File: src/hw/sdram_pkg.sv
// Shared widths, timing and types for the single-chip 32-bit SDRAM subsystem.
// Timing values are in clk cycles and kept small for short simulations.
`default_nettype none

package sdram_pkg;

    // word address is {bank, row, column}
    localparam int COL_W  = 8;
    localparam int ROW_W  = 11;
    localparam int BANK_W = 2;
    localparam int ADDR_W = BANK_W + ROW_W + COL_W;
    localparam int DATA_W = 32;
    localparam int MASK_W = DATA_W / 8;        // 1 = byte not written

    localparam int T_RCD            = 2;
    localparam int CAS_LAT          = 2;
    localparam int T_WR             = 2;
    localparam int T_RP             = 2;
    localparam int T_RC             = 6;
    localparam int INIT_CYCLES      = 20;      // power-up wait
    localparam int REFRESH_INTERVAL = 200;

    // cycles from op issue until the sequencer is done
    localparam int READ_LATENCY    = T_RCD + CAS_LAT + 1;
    localparam int WRITE_LATENCY   = T_RCD + 1 + T_WR + 1;
    localparam int REFRESH_LATENCY = T_RC;

    // command codes as {cs_n, ras_n, cas_n, we_n}
    localparam logic [3:0] CMD_NOP       = 4'b0111;
    localparam logic [3:0] CMD_ACTIVE    = 4'b0011;
    localparam logic [3:0] CMD_READ      = 4'b0101;
    localparam logic [3:0] CMD_WRITE     = 4'b0100;
    localparam logic [3:0] CMD_PRECHARGE = 4'b0010;
    localparam logic [3:0] CMD_REFRESH   = 4'b0001;
    localparam logic [3:0] CMD_LOAD_MODE = 4'b0000;

    typedef enum logic [1:0] {
        OP_NONE,
        OP_READ,
        OP_WRITE,
        OP_REFRESH
    } mem_op_e;

    typedef struct packed {
        logic [ADDR_W-1:0] addr;
        logic [DATA_W-1:0] wdata;
        logic [MASK_W-1:0] mask;
    } mem_req_t;

    typedef struct packed {
        logic              cke;
        logic              cs_n;
        logic              ras_n;
        logic              cas_n;
        logic              we_n;
        logic [BANK_W-1:0] ba;
        logic [ROW_W-1:0]  a;
        logic [MASK_W-1:0] dqm;
    } sdram_pins_t;

endpackage

`default_nettype wire
File: src/hw/refresh_timer.sv
// Counts only while enabled; a pending request is held, never queued twice.
`default_nettype none

module refresh_timer
    import sdram_pkg::*;
(
    input  logic clk,
    input  logic resetn,
    input  logic enable,
    input  logic refresh_grant,
    output logic refresh_pend
);

    typedef logic [$clog2(REFRESH_INTERVAL)-1:0] count_t;

    count_t count;
    logic   wrap;

    assign wrap = enable && (count == count_t'(REFRESH_INTERVAL - 1));

    always_ff @(posedge clk) begin
        if (!resetn) begin
            count <= '0;
            refresh_pend <= 1'b0;
        end else begin
            if (wrap) begin
                count <= '0;
            end else if (enable) begin
                count <= count + 1'b1;
            end
            // a wrap in the grant cycle keeps the request alive
            if (wrap) begin
                refresh_pend <= 1'b1;
            end else if (refresh_grant) begin
                refresh_pend <= 1'b0;
            end
        end
    end

endmodule

`default_nettype wire

File: config.mk
export PLATFORM = sky130hd
export DESIGN_NAME = refresh_timer
export DESIGN_NICKNAME = d
export VERILOG_FILES = /design/src/hw/sdram_pkg.sv /design/src/hw/refresh_timer.sv
export SDC_FILE = /design/constraint.sdc
export NUM_CORES = 1
export LEC_CHECK = 0
export BUFFER_PORTS_ARGS = -buffer_cell sky130_fd_sc_hd__buf_4
export CORE_AREA = 3 3 40 42
export DETAILED_ROUTE_END_ITERATION = 12
export DIE_AREA = 0 0 43 45
export GPL_TIMING_DRIVEN = 0
export SYNTH_ARGS = -nofsm -noshare
export SYNTH_HDL_FRONTEND = slang
export SYNTH_SLANG_ARGS = --single-unit
File: constraint.sdc
create_clock -name clk -period 3.6 [get_ports clk]
set_clock_uncertainty 0.2 [all_clocks]
set_input_delay 0.54 -clock clk [delete_from_list [all_inputs] [get_ports clk]]
set_output_delay 0.54 -clock clk [all_outputs]
set_load 0.01 [all_outputs]
After elaboration in Yosys (flattened, before gate mapping)
Cells that the tools add are included.

Add/sub/neg operators: 1. Equality and inequality tests: 1. Muxes and demuxes: 2. Bitwise gates (word level): 1. Reductions and logical operators: 3.

Operators by type and width (number): $add A8 B1 Y8 const B (1); $eq A8 B8 Y1 const B (1); $mux W1 (2); $reduce_bool A2 Y1 (1); $reduce_or A2 Y1 (1); $logic_and A1 B1 Y1 (1); $not A1 Y1 (1).

Register bits after elaboration: 9. Input port bits: 4. Word-level logic and storage cells: 10.

Depth between registers and ports, before layout
Gate-level depths: netlist of the first run.

Word-level depth: 3. Mapped depth: 4.

Least setup slack after synthesis of the first run
Ideal clock, no wire load.

Path kind: input -> register. Start: input port enable. End: register count[5]. Arrival: 1.240 ns. Required time: 3.330 ns. Setup slack: 2.090 ns. Stages: 4. Path buffers: 1. Path through: buf_6 > nand4_2 > or3_1 > a21oi_1.

Word-level cells in the longest chain between the ends: 2.

Ends and longest elaborated chain: start, declared (RTL line refresh_timer.sv:9) `input logic enable,`; $logic_and A1 B1 Y1 (RTL line refresh_timer.sv:19) `assign wrap = enable && (count == count_t'(REFRESH_INTERVAL - 1));`; $reduce_or A2 Y1 (no line); end signal, assigned (RTL line refresh_timer.sv:29) `count <= count + 1'b1;`; end, declared (RTL line refresh_timer.sv:16) `count_t count;`.

Several ways; a longest one is shown, not always the timed one. A chain may end at the register's enable or synchronous reset.

Worst setup path after layout of the first run
Start: register count[0]. End: register count[3].

Word-level cells in the longest chain between the ends: 3. Elaborated cells between the ends (all ways): 4. Those cells by class: add/sub (1); eq/ne (1); reduce/logical (2).

Ends and longest elaborated chain: branches (longest 3 deep; another with $add A8 B1 Y8).

Parallel ways; which one is timed is not known.

==> out/qor.txt, run 1 <==
Slew Limit Fails = 0
syn_area_per_cell = 9.37 sq um
Pleak = 0.182 nW
Gate Count Post-Synth = 45
first-pass GRT wire length = 1140 um
post-synthesis compound-gate area fraction = 12.2%
post-route ant nets = 0
Multi-input gate area = 221 sq um
kind of end point of the critical path = register
Sink Count = 9
RSZ-0062 raised after global routing = false
startpoint types = register
RD Place Congestion = 0.719
XOR/XNOR share of the synthesized area = 8.31%
Port-buffer cells = 3
GR Util All Layers = 7.92%
# setup viols final = 0
Peak VDD IR = 0.000233 V
Final min period = 1.57 ns
H-tree levels = 1
cts bufs inserted = 3
max_cap viols = 0
Worst Max-Slew Pin Slew = 0.437 ns
Final Hold Vio Count = 0
FF+latch area = 180 sq um
fin util = 38.2%
routed vias = 321
Post-DP Area = 463 sq um
initial antenna violation count = 0
layout cells sized above 1 = 23.1%
Rel. slew slack = 70.7%
Post-CTS Setup Bufs = 0
fin area = 490 sq um
DIE AREA = 0.00194 sq mm
CP arrival = 1.51 ns
final hold slack = 0.276 ns
DRC Markers = 0
CTS Root Buffer Type = clkbuf_4
crit path kind = register to register
drt wl/cell = 9.64 um
Post-Syn Area = 422 sq um
Hold Path Class = register to register
largest family of logic cells by synthesized area = simple AND/OR/NAND/NOR gates
outcome = complete, no violations
Synth Register Bits = 9
aggregate routed wire length = 646 um
Required @ worst endpoint = 3.54 ns
worst skew pair latency = 0.26 ns
cts repair resizes = 0
n_diodes = 0
CORE AREA = 0.00128 sq mm
io pins = 5
largest net degree at the start of global routing = 9
Initial Util = 32.8%
DRT Pass-1 Iters = 4
die width = 43 um
buffers from clock root to sink, at most = 2
Initial DRC Count = 1
fin crit share = 43.6%
mux cell area share after synthesis = 2.37%
CTS clk-pin slew, worst paths = 0.07 ns
Ys Warns = 0
largest fanout on the critical path = 5
gr ovfl total = 0
CTS tree = yes
Mapped Nets = 50
Avg Vias per Cell = 4.79
Seq/Total Area, Yosys = 42.7%
simple-gate portion of the synthesized area = 26.7%
number of hold buffers added after CTS = 0
post-synth cell types = 22
nets = 58
vias in the first global route = 292
TNS Setup = 0 ns
DIE HEIGHT = 45 um
Post-Synth Adder-Cell Area = 2.97%
Power Dens Cells = 402 mW/mm^2
row cnt = 13
Area Growth Syn to Fin = 16.3%
fmax = 637 MHz
Filler Cell Count = 136
synthesized netlist by cell type:
cell type / number / share of area (%)
a21oi_1: 3 / 3.6
a31oi_1: 1 / 1.5
buf_6: 1 / 2.7
clkbuf_2: 1 / 1.2
dfxtp_1: 9 / 43
ha_1: 1 / 3.0
inv_1: 1 / 0.89
mux2i_1: 1 / 2.4
nand2_1: 3 / 2.7
nand2b_1: 1 / 1.5
nand3_1: 1 / 1.2
nand3_2: 1 / 2.4
nand4_1: 2 / 3.0
nand4_2: 1 / 3.0
nand4bb_1: 1 / 2.7
nor2_1: 5 / 4.5
o211ai_1: 1 / 1.8
o21ai_0: 2 / 2.4
o31ai_2: 1 / 3.0
or3_1: 4 / 5.9
xnor2_1: 1 / 2.1
xor2_1: 3 / 6.2
worst max-delay path, cell delays in order, from the launching register on:
cell,delay (ns)
dfxtp_1,0.38
ha_1,0.22
nand3_2,0.12
o31ai_2,0.44
nor2_1,0.09
cells by family (layout without fill, tap and decap cells):
logic type	count (synthesis)	in the layout
AO/OA/AOI/OAI	8	8
XOR/XNOR	4	4
adder cells (fa/ha/maj)	1	1
buffers and inverters	3	10
flip-flops	9	9
multiplexers	1	1
AND/OR/NAND/NOR	19	19
area by class of cell:
cell class | instances | area share [%]
Sequential cell | 9 | 36.7
Inverter | 1 | 0.765
Clock buffer | 3 | 4.59
Clock inverter | 1 | 1.02
Tap cell | 15 | 3.83
Buffer | 2 | 3.32
Timing Repair Buffer | 3 | 4.59
Multi-Input combinational cell | 33 | 45.2
sequential cells by signal, indices dropped and copies added (netlist names):
| register | flops |
|---|---|
| refresh_pend | 1 |
| count | 8 |
where the power goes:
part | internal (mW) | switching [mW] | leakage [nW]
Sequential | 0.103 | 0.00369 | 0.0730
Combinational | 0.00727 | 0.00596 | 0.0908
Clock | 0.0409 | 0.0362 | 0.0177
Total | 0.151 | 0.0459 | 0.182
metal layers:
metal / share of wire, % / up-vias / track usage (%)
li1: - / 175 / -
met1: 49 / 138 / 9.20
met2: 43 / 8 / 12.6
met3: 8.4 / 0 / 5.98
met4: 0 / 0 / 0
met5: 0 / - / 0
final timing paths:
path / startpoint / to / slack (ns) / cells past startpoint
max: count[0] / count[3] / 2.03 / 4
min: refresh_pend / refresh_pend / 0.28 / 2
max reg2reg: count[0] / count[3] / 2.03 / 4
min reg2reg: refresh_pend / refresh_pend / 0.28 / 2
through the flow:
stage                     power [mW]  cells  setup slack (ns)
after floorplan                0.119     45              2.09
after global placement         0.122     63              1.95
final                          0.197     67              2.03
after detailed placement       0.122     63              1.96
after global routing           0.211     67              1.91
after CTS                      0.202     67              2.00
layout by cell type (no fill, tap or decap), types with 2 or more instances in the layout:
cell type / n
nor2_1: 5
dfxtp_1: 9
nand4_1: 2
o21ai_0: 2
clkbuf_4: 3
nand2_1: 3
xor2_1: 3
a21oi_1: 3
or3_1: 4
buf_4: 3
No activity file was read; power rests on OpenSTA's default activity.
==> run 2: changes to the inputs <==
- clock period: 3.6 -> 1.5 ns (I/O delays scaled with it)
==> run 2 against run 1 <==
  * Die area is the same
  * Global-route usage up 0.25 points
  * Clock power is 140% higher
  * Via count rose by 2.5%
  * First-iteration DRC count unchanged
  * Register-to-register slack got worse by 1.9 ns
  * Critical path depth stayed put
==> out/qor.txt, run 2 (same netlist as run 1, synthesis figures left out) <==
outcome = complete, no violations
Power Dens Cells = 928 mW/mm^2
worst skew pair latency = 0.26 ns
combinational cell fraction of total power = 7.5%
cts bufs inserted = 3
crit path kind = register to register
gr ovfl total = 0
DIE AREA = 0.00194 sq mm
CORE AREA = 0.00128 sq mm
DIE HEIGHT = 45 um
max_cap viols = 0
layout cells sized above 1 = 28.8%
Clock power frac = 38.8%
nets = 58
Max stage delay on crit path = 0.38 ns
Sink Count = 9
Slew Limit Fails = 0
RSZ-0062 raised after global routing = false
Hold Path Class = primary input to register
cts repair resizes = 3
final hold slack = 0.0276 ns
largest fanout on the critical path = 4
NetSw = 117 uW
largest net degree at the start of global routing = 9
CP arrival = 1.40 ns
Required @ worst endpoint = 1.49 ns
Initial Util = 32.8%
Final min period = 1.41 ns
fin area = 522 sq um
Flop pwr share = 53.7%
Register-to-Register Path Depth = 4
aggregate routed wire length = 680 um
vias in the first global route = 296
drt wl/cell = 10.1 um
RD Place Congestion = 0.719
H-tree levels = 1
Reg2Reg Capture Point = count[6]
Int Power = 367 uW
Pleak = 0.181 nW
DRC Markers = 0
Initial DRC Count = 1
CTS clk-pin slew, worst paths = 0.07 ns
Worst Max-Slew Pin Slew = 0.295 ns
buffers from clock root to sink, at most = 2
DRT Pass-1 Iters = 3
Port-buffer cells = 3
# setup viols final = 0
number of hold buffers added after CTS = 0
crit path launch = count[0]
routed vias = 329
first-pass GRT wire length = 1160 um
io pins = 5
fmax = 709 MHz
Final Hold Vio Count = 0
CTS tree = yes
FF-to-FF Start = count[0]
crit path cell chain = ha_4, nand3_4, or3_1, a31oi_1
reg2reg setup slack = 0.09 ns
Rel. slew slack = 80.3%
commonest non-fill, non-tap cell in the layout = dfxtp_1
largest registers = count: 8 flops, refresh_pend: 1 flops
GR Util All Layers = 8.17%
post-route ant nets = 0
Peak VDD IR = 0.000562 V
n_diodes = 0
Area Growth Syn to Fin = 23.7%
row cnt = 13
startpoint types = register
fin crit share = 94.0%
initial antenna violation count = 0
CTS Root Buffer Type = clkbuf_4
max FFs per register = 8
Post-CTS Setup Bufs = 0
Biggest register = count
Post-DP Area = 463 sq um
die width = 43 um
Avg Vias per Cell = 4.91
kind of end point of the critical path = register
slowest CP cell = dfxtp_2
CP Capture Point = count[6]
fin util = 40.6%
switching power share of the total = 24.1%
most frequent cells in the layout = dfxtp_1 (7), nor2_1 (5), or3_1 (4)
==> run 2: cell counts in the layout (fill, tap and decap cells not counted) <==
No cell type changed its count.
==> run 2: power groups by stage <==
stage          registers (mW)  logic [mW]  clock network, mW
2_1_floorplan           0.260      0.0246                  0
3_3_place_gp            0.262      0.0323                  0
3_5_place_dp            0.262      0.0325                  0
4_1_cts                 0.257      0.0342              0.196
5_1_grt                 0.262      0.0419              0.213
6_report                0.260      0.0361              0.188
==> run 2: worst min-delay path by stage <==
| stage | to | slack [ns] | startpoint | cells after the start |
|---|---|---|---|---|
| after global routing | refresh_pend | 0.04 | refresh_grant | 3 |
| after detailed placement | refresh_pend | 0.27 | refresh_pend | 2 |
| final | refresh_pend | 0.03 | refresh_grant | 3 |
| after floorplan | count[2] | 0.19 | resetn | 2 |
| after global placement | refresh_pend | 0.26 | refresh_pend | 2 |
| after CTS | refresh_pend | 0.03 | refresh_grant | 3 |
==> run 2: area by class of cell <==
cell class	count	area, sq um
plain buffers	2	16.3
fillers	130	763
clock buffers	3	22.5
multi-input cells	33	250
inverters	1	3.75
well taps	15	18.8
clock inverters	1	5.00
repair buffers	3	22.5
flip-flops and latches	9	183
==> run 2: per-layer routing <==
layer	wire, um	share of wire [%]	track usage [%]
met1	323	48	9.20
met2	301	44	13.5
met3	55	8.1	5.98
met4	0	0	0
met5	0	0	0
==> run 2: per-stage QoR <==
step                      total power, mW  worst slack, ns  setup TNS, ns  cells
after floorplan                     0.285           0.0773              0     45
after global placement              0.294          -0.0962         -0.421     63
after detailed placement            0.294          -0.0820         -0.363     63
after CTS                           0.487          0.00364              0     67
after global routing                0.516           0.0142              0     67
final                               0.484           0.0899              0     67
==> run 2: critical path, delay by kind of cell (launching register included) <==
kind	cells	cell delay, ns
compound gates	1	0.15
fa+ha+maj	1	0.16
flops	1	0.38
simple gates	2	0.44
