$ cat src/hw/sdram_pkg.sv
// Shared widths, timing and types for the single-chip 32-bit SDRAM subsystem.
// Timing values are in clk cycles and kept small for short simulations.
`default_nettype none

package sdram_pkg;

    // word address is {bank, row, column}
    localparam int COL_W  = 8;
    localparam int ROW_W  = 11;
    localparam int BANK_W = 2;
    localparam int ADDR_W = BANK_W + ROW_W + COL_W;
    localparam int DATA_W = 32;
    localparam int MASK_W = DATA_W / 8;        // 1 = byte not written

    localparam int T_RCD            = 2;
    localparam int CAS_LAT          = 2;
    localparam int T_WR             = 2;
    localparam int T_RP             = 2;
    localparam int T_RC             = 6;
    localparam int INIT_CYCLES      = 20;      // power-up wait
    localparam int REFRESH_INTERVAL = 200;

    // cycles from op issue until the sequencer is done
    localparam int READ_LATENCY    = T_RCD + CAS_LAT + 1;
    localparam int WRITE_LATENCY   = T_RCD + 1 + T_WR + 1;
    localparam int REFRESH_LATENCY = T_RC;

    // command codes as {cs_n, ras_n, cas_n, we_n}
    localparam logic [3:0] CMD_NOP       = 4'b0111;
    localparam logic [3:0] CMD_ACTIVE    = 4'b0011;
    localparam logic [3:0] CMD_READ      = 4'b0101;
    localparam logic [3:0] CMD_WRITE     = 4'b0100;
    localparam logic [3:0] CMD_PRECHARGE = 4'b0010;
    localparam logic [3:0] CMD_REFRESH   = 4'b0001;
    localparam logic [3:0] CMD_LOAD_MODE = 4'b0000;

    typedef enum logic [1:0] {
        OP_NONE,
        OP_READ,
        OP_WRITE,
        OP_REFRESH
    } mem_op_e;

    typedef struct packed {
        logic [ADDR_W-1:0] addr;
        logic [DATA_W-1:0] wdata;
        logic [MASK_W-1:0] mask;
    } mem_req_t;

    typedef struct packed {
        logic              cke;
        logic              cs_n;
        logic              ras_n;
        logic              cas_n;
        logic              we_n;
        logic [BANK_W-1:0] ba;
        logic [ROW_W-1:0]  a;
        logic [MASK_W-1:0] dqm;
    } sdram_pins_t;

endpackage

`default_nettype wire
$ cat src/hw/mem_controller.sv
// Strobes are taken only while busy is low; there is no queue and no handshake.
// Completion is timed by a fixed cycle count, and late or stray read data sets fail.
`default_nettype none

module mem_controller
    import sdram_pkg::*;
(
    input  logic              clk,
    input  logic              resetn,
    input  logic              read_a,
    input  logic              read_b,
    input  logic              write,
    input  mem_req_t          req,
    input  logic              refresh_pend,
    input  logic              seq_ready,
    input  logic              init_done,
    input  logic              rdata_valid,
    input  logic [DATA_W-1:0] rdata,
    output mem_op_e           op,
    output mem_req_t          op_req,
    output logic              refresh_grant,
    output logic              busy,
    output logic              mem_initialized,
    output logic              fail,
    output logic [DATA_W-1:0] dout_a,
    output logic [DATA_W-1:0] dout_b,
    output logic [19:0]       total_written
);

    typedef logic [$clog2(WRITE_LATENCY+1)-1:0] wait_t;

    logic  busy_r;
    wait_t wait_cnt;                          // cycles to expected completion
    logic  rd_a_q;
    logic  rd_b_q;
    logic  idle;
    logic  start_refresh;
    logic  accept;
    logic  op_done;
    logic  read_done;

    // pending refresh shows up as busy before it is granted
    assign busy = busy_r | refresh_pend;

    assign idle = mem_initialized & ~busy_r & seq_ready;
    assign start_refresh = idle & refresh_pend;
    assign accept = idle & ~refresh_pend & (read_a | read_b | write);
    assign op_done = mem_initialized & busy_r & (wait_cnt == '0);
    assign read_done = op_done & (rd_a_q | rd_b_q);

    always_ff @(posedge clk) begin
        if (!resetn) begin
            busy_r <= 1'b1;
            mem_initialized <= 1'b0;
            fail <= 1'b0;
            total_written <= '0;
            op <= OP_NONE;
            refresh_grant <= 1'b0;
            wait_cnt <= '0;
            rd_a_q <= 1'b0;
            rd_b_q <= 1'b0;
        end else begin
            op <= OP_NONE;
            refresh_grant <= 1'b0;
            if (wait_cnt != '0) begin
                wait_cnt <= wait_cnt - 1'b1;
            end

            if (!mem_initialized) begin
                if (init_done) begin
                    mem_initialized <= 1'b1;
                    busy_r <= 1'b0;
                end
            end else if (start_refresh) begin
                op <= OP_REFRESH;
                refresh_grant <= 1'b1;
                busy_r <= 1'b1;
                wait_cnt <= wait_t'(REFRESH_LATENCY);
            end else if (accept && (read_a || read_b)) begin
                op <= OP_READ;
                busy_r <= 1'b1;
                wait_cnt <= wait_t'(READ_LATENCY);
                rd_a_q <= read_a;             // remember which port asked
                rd_b_q <= read_b;
            end else if (accept) begin
                op <= OP_WRITE;
                busy_r <= 1'b1;
                wait_cnt <= wait_t'(WRITE_LATENCY);
                total_written <= total_written + 20'd1;
            end else if (op_done) begin
                busy_r <= 1'b0;
                rd_a_q <= 1'b0;
                rd_b_q <= 1'b0;
            end

            // read data must land exactly in the completion cycle
            if (rdata_valid ^ read_done) begin
                fail <= 1'b1;
            end
        end
    end

    always_ff @(posedge clk) begin
        if (accept) begin
            op_req <= req;
        end
        if (read_done && rd_a_q) begin
            dout_a <= rdata;
        end
        if (read_done && rd_b_q) begin
            dout_b <= rdata;
        end
    end

endmodule

`default_nettype wire

$ cat config.mk
export PLATFORM = sky130hd
export DESIGN_NAME = mem_controller
export DESIGN_NICKNAME = d
export VERILOG_FILES = /design/src/hw/sdram_pkg.sv /design/src/hw/mem_controller.sv
export SDC_FILE = /design/constraint.sdc
export NUM_CORES = 1
export LEC_CHECK = 0
export BUFFER_PORTS_ARGS = -buffer_cell sky130_fd_sc_hd__buf_2
export CAP_MARGIN = 20
export CORE_AREA = 2 2 116 118
export DETAILED_ROUTE_END_ITERATION = 8
export DIE_AREA = 0 0 118 120
export PLACE_DENSITY_LB_ADDON = 0.2
export SLEW_MARGIN = 20
export SYNTH_ARGS = -nofsm -noshare
export SYNTH_HDL_FRONTEND = slang
export SYNTH_SLANG_ARGS = --single-unit
$ cat constraint.sdc
create_clock -name clk -period 3.6 [get_ports clk]
set_clock_uncertainty 0.2 [all_clocks]
set_input_delay 0.18 -clock clk [delete_from_list [all_inputs] [get_ports clk]]
set_output_delay 0.18 -clock clk [all_outputs]
set_load 0.02 [all_outputs]
Word level (Yosys, flattened, before mapping)

Cells that the tools add are included.

Bits in registers: 152
Input port bits: 98

$add $sub $neg: 2
Equal/unequal tests: 2
Mux-type cells: 20
Bitwise logic cells: 17
Reduce and logical (&&, ||, !) cells: 12

Operators by type and width:

| operator              | count |
|---|---|
| $add 20x1->20 const B | 1 |
| $mux 3                | 5 |
| $mux 1                | 12 |
| $and 1x1->1           | 8 |
| $reduce_and 4->1      | 2 |
| $mux 2                | 3 |
| $ne 5x1->1 const B    | 1 |
| $not 1->1             | 4 |
| $or 1x1->1            | 4 |
| $reduce_and 2->1      | 2 |
| $reduce_bool 2->1     | 2 |
| $logic_and 1x1->1     | 3 |
| $logic_not 3->1       | 1 |
| $reduce_bool 3->1     | 1 |
| $sub 3x1->3 const B   | 1 |
| $ne 2x1->1 const B    | 1 |
| $logic_or 1x1->1      | 1 |
| $xor 1x1->1           | 1 |

Depth between registers and ports, before layout

Gate-level depths: netlist of run 1.

Word-level depth: 9
Depth in mapped cells: 8
Mapped depth without buffers: 7

Worst setup path after synthesis of run 1

No wires, ideal clock.

Path type: register to register
Start point: reg mem_initialized
End point: reg op_req[0] (netlist name) (enable)
Data arrival time: 3.152 ns
Data required time: 2.927 ns
Setup slack: -0.225 ns
Cell stages (with the launch flop): 3
Path through: dfxtp_1 -> nand4bb_1 -> nor2_1

Cells in the longest elaborated chain, start to end: 4

Ends and longest elaborated chain:

| item                     | RTL line              | source |
|---|---|---|
| start: declaration       | mem_controller.sv:23  | `output logic mem_initialized,` |
| start signal: assignment | mem_controller.sv:54  | `mem_initialized <= 1'b0;` |
| start signal: assignment | mem_controller.sv:71  | `mem_initialized <= 1'b1;` |
| $and 1x1->1 (2 in a row) | mem_controller.sv:45  | `assign idle = mem_initialized & ~busy_r & seq_ready;` |
| $and 1x1->1 (2 in a row) | mem_controller.sv:47  | `assign accept = idle & ~refresh_pend & (read_a \| read_b \| write);` |
| net accept               | mem_controller.sv:38  | `logic accept;` |
| end signal: assignment   | mem_controller.sv:105 | `op_req <= req;` |
| end: declaration         | mem_controller.sv:20  | `output mem_req_t op_req,` |

The timed path passes the listed nets, and every way through them passes these cells.
A chain may end at the register's enable or synchronous reset.

Worst setup path in the final report of run 1

Start point: reg mem_initialized
End point: reg total_written[17]

Cells in the longest elaborated chain, start to end: 7
Elaborated cells on any way between the ends: 9
Classes of those cells: bitwise (7); reduce/logical (2)

Ends and longest elaborated chain:

| item                                | RTL line             | source |
|---|---|---|
| $and 1x1->1 (2 in a row)            | mem_controller.sv:45 |  |
| $and 1x1->1 (2 in a row)            | mem_controller.sv:47 |  |
| $logic_and 1x1->1                   | mem_controller.sv:79 | `end else if (accept && (read_a \|\| read_b)) begin` |
| $not 1->1 (no source line)          | n/a                  |  |
| $reduce_and 4->1 (no source line) * | n/a                  |  |
| end signal: assignment              | mem_controller.sv:89 | `total_written <= total_written + 20'd1;` |
| end: declaration                    | mem_controller.sv:27 | `output logic [19:0] total_written` |

Every way passes the cells marked *; elsewhere a longest branch is shown, timed or not.

==> flow_metrics.py, run 1 <==
metrics = {
    "synthesis": {
        "synthArstFlopShare_pct": 0,
        "yosysMostFrequentCell": "edfxtp_1",
        "synth_fp_nets": 406,
        "synth_seq_cells": 152,
        "synth_edf_count": 121,
        "synth.area.top_cells": "edfxtp_1, dfxtp_1, a21oi_1",
        "ys_types": 36,
        "yosysTopAreaCell": "edfxtp_1",
        "yosysTopAreaCellShare_pct": 70.5,
        "syn-cell-area_mm2": 0.00516,
        "syn_avg_cell_area_um2": 17.0,
        "synth.top_cells.by_count": "edfxtp_1, dfxtp_1, nor2_1",
        "synth_warnings": 0,
        "synth_flop_cell": "edfxtp_1",
        "synthCells": 304,
        "seq_area_frac_synth_pct": 82.5,
    },
    "grt": {
        "antenna_found_initial": 0,
        "grt_pass1_vias": 3929,
        "overflow": 0,
        "grt_pass1_wl_um": 21000,
        "grt_max_degree": 40,
        "grt_use_total_pct": 19.8,
    },
    "placed_design": {
        "place_congestion": 0.767,
        "place_ws_ns": 0.974,
        "io_buffers": 244,
        "place_hpwl_um": 9160,
    },
    "final_layout": {
        "syn_to_final_growth_pct": 58.6,
        "multiInputGateArea_um2": 818,
        "num_antenna_cells": 0,
        "fillers": 992,
        "nets": 759,
        "seqCellArea_mm2": 0.00425,
        "drive_gt1_share_pct": 41.8,
    },
    "worst_setup_path": {
        "r2r-start": "mem_initialized$_SDFF_PN0_",
        "crit_required_ns": 3.71,
        "cp-end-kind": "flip-flop",
        "reg2reg_depth": 4,
        "worstSetupPathType": "flip-flop to flip-flop",
        "path_buf_inv": 0,
        "start_kind": "flip-flop",
        "cp.arrival_ns": 2.79,
        "r2r_end": "total_written[17]$_SDFFE_PN0P_",
        "path_cells": "nand4bb_1, or4_1, or4_1, a21oi_1",
        "cpPeakStageDelay_ns": 0.82,
        "cp_top_family": "simple AND/OR/NAND/NOR gates",
        "slowest_stage": "or4_1",
        "r2r_slack_ns": 0.92,
        "cp_common_cell": "or4_1",
        "crit_fanout": 16,
    },
    "power_and_ir_drop": {
        "powerDensity_mw_per_mm2": 505,
        "leakage_nw": 3.29,
        "ir_drop_mv": 0.273,
    },
    "detailed_routing": {
        "top_layer": "met4",
        "avgRoutedWirePerCell_um": 16.2,
        "routed_wl_um": 13700,
        "wl_met2_um": 7080,
        "met3WireLength_um": 1030,
        "m1WireLength_um": 5220,
        "drt_iter0_drc": 286,
        "dr.pass1.iters": 4,
        "viasPerCell": 4.62,
        "route.vias.total": 3908,
        "antenna_left": 0,
        "drc": 0,
    },
    "clock_network": {
        "ctsHtreeMaxLevel": 4,
        "cts_tree": "done",
        "clk_pin_slew_ns": 0.06,
        "cts.path.max_buffers": 2,
        "cts-root-buf": "clkbuf_16",
        "clock_latency_ns": 0.42,
        "cts_buffers": 17,
        "post_cts_buffers": 0,
        "cts.sinks": 152,
    },
    "sta": {
        "fin_hold_ws_ns": 0.133,
        "max_freq_mhz": 373,
        "setup_viol": 0,
        "maxSlewHeadroom_pct": 51.3,
        "hold_violations": 0,
        "setup_ws_ns": 0.921,
        "rsz0062_at_grt": "false",
        "min_period_over_period_pct": 74.4,
        "worstMarginPinSlew_ns": 0.726,
        "tns_ns": 0,
        "post-route-min-period_ns": 2.68,
        "maxSlewViolCount": 0,
    },
    "floorplan": {
        "start_util_pct": 39.7,
        "chipHeight_um": 120,
        "pin_count": 245,
        "rows": 42,
        "core_area_mm2": 0.0130,
        "die_area_mm2": 0.0142,
        "chipWidth_um": 118,
    },
    "min_path": {
        "min_from": "seq_ready",
        "hold_end": "op[0]$_SDFF_PN0_",
        "hold_class": "input port to flip-flop",
        "holdPathStages": 4,
    },
    "flow_run": {
        "max-cap-violations": 0,
    },
    "outcome": {
        "status": "finished clean",
    },
}
-- through the flow --
step | cell area, µm² | utilization, % | instances | power [mW]
floorplan | 5160 | - | 304 | 2.11
global placement | 6580 | 50.7 | 717 | 2.20
detailed placement | 6580 | 50.7 | 717 | 2.20
CTS | 8180 | 63.0 | 846 | 4.16
global route | 8180 | 63.0 | 846 | 4.27
finish | 8180 | 63.0 | 846 | 4.13
-- final cells by class --
cell class                      count  area share [%]
Multi-Input combinational cell    131            10.0
Tap cell                          176            2.69
Timing Repair Buffer              345            27.2
Sequential cell                   152            52.0
Clock buffer                       19            5.29
Inverter                           10           0.459
Clock inverter                     13            2.37
-- report_power, final --
| part | switching [mW] | internal (mW) |
|---|---|---|
| Combinational | 0.144 | 0.169 |
| Clock | 0.707 | 1.17 |
| Sequential | 0.0152 | 1.92 |
-- how the worst max path moves through the flow --
stage,startpoint,to,slack [ns],depth (start not counted)
floorplan,mem_initialized$_SDFF_PN0_,op_req[0]$_DFFE_PP_,0.71,2
global placement,mem_initialized$_SDFF_PN0_,total_written[19]$_SDFFE_PN0P_,1.13,4
finish,mem_initialized$_SDFF_PN0_,total_written[17]$_SDFFE_PN0P_,0.92,4
CTS,mem_initialized$_SDFF_PN0_,total_written[17]$_SDFFE_PN0P_,0.97,4
detailed placement,mem_initialized$_SDFF_PN0_,total_written[17]$_SDFFE_PN0P_,0.97,4
global route,mem_initialized$_SDFF_PN0_,total_written[17]$_SDFFE_PN0P_,0.78,4
-- placed cells by master (no fill, tap or decap), types with 3 or more instances in the layout --
master	netlist	layout
or4_1	8	8
ha_1	4	4
a21oi_1	16	16
bufinv_16	0	4
clkinvlp_4	0	3
nor2_1	18	17
edfxtp_1	121	121
clkbuf_16	0	17
nand4_1	4	4
o21bai_1	3	3
nand2_1	16	16
buf_4	0	4
and4_1	4	4
xnor2_1	4	4
o21ai_0	11	11
mux2i_1	3	3
dlygate4sd3_1	0	97
o31ai_1	7	7
nand3_1	7	7
or3_1	3	3
xor2_1	3	3
buf_2	5	244
dfxtp_1	31	31
inv_1	9	9
-- tightest hold or removal path, cell delays in order --
cell and delay [ns]:
buf_2 0.12, and3b_1 0.22, nand2_1 0.13, a21oi_1 0.05
-- registers in the layout, summed over array words and instances (netlist names) --
signal	cells
rd_a_q	1
rd_b_q	1
refresh_grant	1
op_req	57
dout_b	32
busy_r	1
total_written	20
mem_initialized	1
dout_a	32
wait_cnt	3
fail	1
op	2
-- layer usage --
layer,vias to the layer above,track usage [%]
met2,168,34.2
met3,32,7.51
li1,1872,-
met4,0,9.04
met5,-,0
met1,1836,21.6
-- what timing repair did --
action	4_1_cts	5_1_grt
endpoints found under the hold margin	137	0
hold buffers	97	0
resized for setup	0	0
setup endpoints to repair	0	0
-- kinds of logic after synthesis --
| family | after synthesis | share of synthesized area, % |
|---|---|---|
| multiplexers | 3 | 0.582 |
| buffers and inverters | 21 | 1.80 |
| AND/OR/NAND/NOR | 74 | 7.93 |
| flip-flops | 152 | 82.5 |
| XOR/XNOR | 7 | 1.19 |
| adder cells (fa/ha/maj) | 4 | 0.970 |
| AO/OA/AOI/OAI | 43 | 5.05 |
Power figures use the tool's default switching activity.
==> run 2: changes to the inputs <==
CORE_AREA = 2 2 109 111   (was 2 2 116 118)
DIE_AREA = 0 0 111 113   (was 0 0 118 120)
clock period = 2.7 ns   (was 3.6 ns; I/O delays follow)
==> run 2 against run 1 <==
  * Count of clock-buffer cells in the layout shrank 2
  * Critical path depth increased by 2
  * Setup slack got worse by 0.72 ns
  * Final area is 0.37% higher
  * Register-to-register slack got worse by 0.66 ns
  * Critical path type is now input port to flip-flop
  * Critical endpoint is now total_written[19]$_SDFFE_PN0P_
==> flow_metrics.py, run 2 (synthesis gave the netlist of run 1 again) <==
metrics = {
    "detailed_routing": {
        "drt_iter0_drc": 201,
        "avgRoutedWirePerCell_um": 17.5,
        "routed_wl_um": 14300,
        "antenna_left": 0,
        "viasPerCell": 4.89,
        "route.vias.total": 4017,
        "dr.pass1.iters": 4,
        "drc": 0,
    },
    "final_layout": {
        "nets": 766,
        "top_register": "op_req",
        "final_common_cell": "buf_2",
        "fillers": 730,
        "utilization_pct": 72.8,
        "layout_common_cells": "buf_2, edfxtp_1, dlygate4sd3_1",
        "largest_register_ffs": 57,
        "largestRegisters": "op_req: 57 flops, dout_a: 32 flops, dout_b: 32 flops",
        "fin_area_mm2": 0.00821,
        "drive_gt1_share_pct": 42.1,
        "syn_to_final_growth_pct": 59.2,
    },
    "floorplan": {
        "pin_count": 245,
        "start_util_pct": 45.8,
        "chipWidth_um": 111,
        "die_area_mm2": 0.0125,
        "core_area_mm2": 0.0113,
        "chipHeight_um": 113,
        "rows": 39,
    },
    "clock_network": {
        "cts_tree": "done",
        "cts_buffers": 17,
        "cts.path.max_buffers": 2,
        "ctsHtreeMaxLevel": 4,
        "cts.sinks": 152,
        "cts-root-buf": "clkbuf_16",
        "post_cts_buffers": 0,
        "clk_pin_slew_ns": 0.06,
        "clock_latency_ns": 0.41,
    },
    "sta": {
        "setup_viol": 0,
        "worstMarginPinSlew_ns": 0.592,
        "maxSlewHeadroom_pct": 60.0,
        "rsz0062_at_grt": "false",
        "hold_violations": 0,
        "post-route-min-period_ns": 2.50,
        "max_freq_mhz": 399,
        "min_period_over_period_pct": 92.7,
        "maxSlewViolCount": 0,
        "tns_ns": 0,
        "fin_hold_ws_ns": 0.0700,
    },
    "worst_setup_path": {
        "worstSetupPathType": "input port to flip-flop",
        "crit_required_ns": 2.84,
        "cp-end-kind": "flip-flop",
        "start_kind": "input port",
        "cp.arrival_ns": 2.64,
        "crit_fanout": 16,
    },
    "placed_design": {
        "dpl-instance-area_mm2": 0.00658,
        "io_buffers": 244,
        "place_hpwl_um": 9140,
        "place_congestion": 0.826,
    },
    "flow_run": {
        "max-cap-violations": 0,
    },
    "power_and_ir_drop": {
        "clockPowerShare_pct": 44.6,
        "ir_drop_mv": 0.450,
        "powerDensity_mw_per_mm2": 668,
        "sequentialPowerShare_pct": 47.1,
        "switching_share_pct": 21.9,
        "p_sw_mw": 1.20,
        "internal_power_mw": 4.29,
        "comb_power_share_pct": 8.3,
        "leakage_nw": 3.34,
    },
    "grt": {
        "overflow": 0,
        "antenna_found_initial": 1,
        "grt_use_total_pct": 22.8,
        "grt_pass1_wl_um": 21700,
        "grt_pass1_vias": 3978,
        "grt_max_degree": 58,
    },
    "outcome": {
        "status": "finished clean",
    },
    "min_path": {
        "hold_class": "input port to flip-flop",
    },
}
==> run 2: cell count changes in the layout (fill, tap and decap cells not counted), sizes merged <==
cell	before	now
bufinv	4	3
inv	12	16
dlygate4sd3	97	101
diode	0	1
clkinvlp	3	2
buf	248	251
clkbuf	19	17
==> run 2: worst paths after layout <==
kind / from / endpoint / slack (ns) / depth (start not counted)
worst max-delay path: read_b / total_written[19]$_SDFFE_PN0P_ / 0.20 / 6
worst min register to register: total_written[10]$_SDFFE_PN0P_ / total_written[10]$_SDFFE_PN0P_ / 0.30 / 2
worst min-delay path: seq_ready / refresh_grant$_SDFF_PN0_ / 0.07 / 4
worst max register to register: busy_r$_SDFFE_PN1P_ / total_written[19]$_SDFFE_PN0P_ / 0.26 / 4
==> run 2: layout make-up <==
cell class / count / area, µm² / area share [%]
repair buffers: 352 / 2300 / 28.0
multi-input cells: 131 / 825 / 10.0
inverters: 10 / 37.5 / 0.457
clock inverters: 15 / 189 / 2.30
diodes: 1 / 2.50 / 0.0305
well taps: 143 / 179 / 2.18
flip-flops and latches: 152 / 4250 / 51.8
clock buffers: 17 / 425 / 5.18
==> run 2: routing by layer <==
metal	wire [µm]	global-route usage (%)
met1	5240	25.2
met4	309	9.33
met5	0	0
met2	7890	41.3
met3	885	6.96
==> run 2: power groups by stage <==
| stage | sequential (mW) | clock [mW] | combinational [mW] |
|---|---|---|---|
| floorplan | 2.65 | 0 | 0.158 |
| global placement | 2.63 | 0 | 0.301 |
| detailed placement | 2.63 | 0 | 0.312 |
| CTS | 2.58 | 2.47 | 0.449 |
| global route | 2.59 | 2.60 | 0.498 |
| finish | 2.58 | 2.45 | 0.454 |
==> run 2: worst max-delay path, cell delays in order <==
cell and delay, ns:
dlygate4sd3_1 0.53, buf_2 0.17, or3b_1 0.39, or4_1 0.65, or4_1 0.60, a21oi_1 0.17
==> run 2: repair_timing <==
item,CTS,global route
endpoints found under the setup margin,0,3
hold endpoints to repair,137,0
gates resized for setup,0,1
hold buffers,101,0
==> run 2: per-stage QoR <==
step / power (mW) / cells / setup slack (ns)
floorplan: 2.81 / 304 / 0.326
global placement: 2.93 / 687 / 0.371
detailed placement: 2.95 / 687 / 0.272
CTS: 5.50 / 820 / 0.239
global route: 5.68 / 821 / 0.0950
finish: 5.48 / 821 / 0.197
==> run 3: changes to the inputs <==
ABC_AREA = 1   (was not set)
CORE_AREA = 2 2 110 112   (was 2 2 109 111)
DIE_AREA = 0 0 112 114   (was 0 0 111 113)
==> run 3 against run 2 <==
  * Highest routed layer unchanged
  * Critical path type is now flip-flop to flip-flop
  * Synthesized area is 0.95% higher
  * Hold slack worse by 0.019 ns
  * First-iteration DRC count is 1.0% higher
  * Sequential share of layout area is 0.47 points higher
  * Via count is 1.4% higher
  * Largest cell class unchanged
==> flow_metrics.py, run 3 <==
metrics = {
    "floorplan": {
        "rows": 40,
        "pin_count": 245,
        "die_area_mm2": 0.0128,
        "chipHeight_um": 114,
        "chipWidth_um": 112,
        "core_area_mm2": 0.0117,
        "start_util_pct": 44.5,
    },
    "final_layout": {
        "num_antenna_cells": 0,
        "final_common_cell": "buf_2",
        "nets": 815,
        "drive_gt1_share_pct": 39.8,
        "largest_register_ffs": 57,
        "layout_common_cells": "buf_2, edfxtp_1, dlygate4sd3_1",
        "syn_to_final_growth_pct": 56.3,
        "largestRegisters": "op_req: 57 flops, dout_a: 32 flops, dout_b: 32 flops",
        "fin_cells": 873,
        "top_register": "op_req",
    },
    "sta": {
        "hold_violations": 0,
        "setup_viol": 0,
        "fin_hold_ws_ns": 0.0509,
        "worstMarginPinSlew_ns": 0.432,
        "rsz0062_at_grt": "false",
        "maxSlewViolCount": 0,
        "tns_ns": 0,
        "maxSlewHeadroom_pct": 71.2,
        "max_freq_mhz": 475,
        "min_period_over_period_pct": 78.0,
        "post-route-min-period_ns": 2.11,
    },
    "placed_design": {
        "place_congestion": 0.781,
        "io_buffers": 244,
        "place_hpwl_um": 9190,
        "dp.cells": 746,
    },
    "detailed_routing": {
        "avgRoutedWirePerCell_um": 15.9,
        "dr.pass1.iters": 4,
        "viasPerCell": 4.66,
        "routed_wl_um": 13900,
        "route.vias.total": 4072,
        "drc": 0,
        "drt_iter0_drc": 203,
        "antenna_left": 0,
    },
    "power_and_ir_drop": {
        "comb_power_share_pct": 6.8,
        "switching_share_pct": 20.0,
        "powerDensity_mw_per_mm2": 628,
        "internal_power_mw": 4.09,
        "leakage_nw": 3.38,
        "sequentialPowerShare_pct": 50.3,
        "ir_drop_mv": 0.418,
        "p_sw_mw": 1.02,
        "clockPowerShare_pct": 42.9,
    },
    "worst_setup_path": {
        "reg2reg_depth": 6,
        "crit_required_ns": 2.57,
        "start_kind": "flip-flop",
        "r2r-start": "wait_cnt[0]$_SDFF_PN0_",
        "cp.arrival_ns": 1.97,
        "cp-end-kind": "flip-flop",
        "crit_fanout": 32,
        "cp-startpoint": "wait_cnt[0]$_SDFF_PN0_",
        "worstSetupPathType": "flip-flop to flip-flop",
    },
    "synthesis": {
        "syn_avg_cell_area_um2": 14.6,
        "synthArstFlopShare_pct": 0,
        "yosysTopAreaCellShare_pct": 69.8,
        "yosysMostFrequentCell": "edfxtp_1",
        "synth_edf_count": 121,
        "ys_types": 26,
        "synth.top_cells.by_count": "edfxtp_1, nand2_1, nor2_1",
        "syn-cell-area_mm2": 0.00521,
        "seq_area_frac_synth_pct": 81.7,
        "synth_fp_nets": 458,
        "synthCells": 356,
        "yosysTopAreaCell": "edfxtp_1",
        "synth_flop_cell": "edfxtp_1",
        "synth.area.top_cells": "edfxtp_1, dfxtp_1, nand2_1",
        "synth_seq_cells": 152,
        "synth_warnings": 0,
    },
    "clock_network": {
        "post_cts_buffers": 0,
        "cts.sinks": 152,
        "postCtsResizedCells": 0,
        "cts.path.max_buffers": 2,
        "ctsHtreeMaxLevel": 4,
        "clock_latency_ns": 0.42,
        "cts-root-buf": "clkbuf_16",
        "cts_tree": "done",
        "cts_buffers": 17,
        "clk_pin_slew_ns": 0.06,
    },
    "grt": {
        "overflow": 0,
        "grt_max_degree": 62,
        "grt_pass1_vias": 3947,
        "antenna_found_initial": 0,
        "grt_use_total_pct": 21.4,
        "grt_pass1_wl_um": 20500,
    },
    "outcome": {
        "status": "finished clean",
    },
    "min_path": {
        "holdPathStages": 3,
        "hold_class": "input port to flip-flop",
        "min_from": "write",
    },
    "flow_run": {
        "max-cap-violations": 0,
    },
}
run 3: changes by cell type after synthesis, sizes merged, moves of 3 or more:
cell / delta
nand2: +45
or3: -3
inv: +19
nand3: +12
or4: -8
mux2i: -3
clkbuf: -3
nand4: -3
o31ai: -7
xnor2: -4
and4: -4
nor2: +36
buf: -4
o21ai: -3
run 3: layout make-up:
type,count,area (µm²)
Clock buffer,21,440
Clock inverter,11,105
Fill cell,806,3580
Inverter,28,105
Multi-Input combinational cell,172,840
Sequential cell,152,4250
Tap cell,147,184
Timing Repair Buffer,342,2210
run 3: cell families after synthesis:
group / after synthesis / synth area share [%]
flops: 152 / 81.7
simple gates: 139 / 11.6
xor+xnor: 3 / 0.505
buf+inv: 32 / 2.45
compound gates: 26 / 2.79
fa+ha+maj: 4 / 0.961
run 3: worst paths after layout:
path / to / slack [ns]
worst min register to register: fail$_SDFFE_PN0P_ / 0.26
worst max register to register: dout_a[18]$_DFFE_PP_ / 0.59
worst max-delay path: dout_a[18]$_DFFE_PP_ / 0.59
worst min-delay path: op[1]$_SDFF_PN0_ / 0.05
run 3: critical path, cell delays in order (launching register included):
cell and delay, ns:
dfxtp_1 0.32, inv_1 0.06, ha_1 0.17, ha_1 0.22, nand3_1 0.25, nor2_4 0.13
buf_4 0.38
run 3: per-stage QoR:
| step | instance area (µm²) | power [mW] | util (%) | setup slack (ns) |
|---|---|---|---|---|
| 2_1_floorplan | 5210 | 2.73 | - | -0.144 |
| 3_3_place_gp | 6640 | 2.84 | 56.7 | 0.643 |
| 3_5_place_dp | 6640 | 2.85 | 56.7 | 0.577 |
| 4_1_cts | 8140 | 5.14 | 69.5 | 0.554 |
| 5_1_grt | 8140 | 5.29 | 69.5 | 0.434 |
| 6_report | 8140 | 5.11 | 69.5 | 0.593 |
run 3: power by group through the flow:
stage | Sequential [mW] | Clock [mW] | Combinational, mW
CTS | 2.57 | 2.23 | 0.345
global placement | 2.62 | 0 | 0.225
global route | 2.57 | 2.34 | 0.382
floorplan | 2.64 | 0 | 0.0961
detailed placement | 2.62 | 0 | 0.234
finish | 2.57 | 2.19 | 0.348
run 3: layer usage:
metal	track usage, %	up-vias	wire length (µm)
li1	-	1945	-
met1	24.1	1907	5280
met2	37.4	188	7180
met3	6.27	32	992
met4	10.7	0	403
met5	0	-	0
run 3: timing repair:
item | in CTS | in global routing
hold buffers | 95 | 0
endpoints found under the setup margin | 0 | 0
endpoints found under the hold margin | 146 | 0
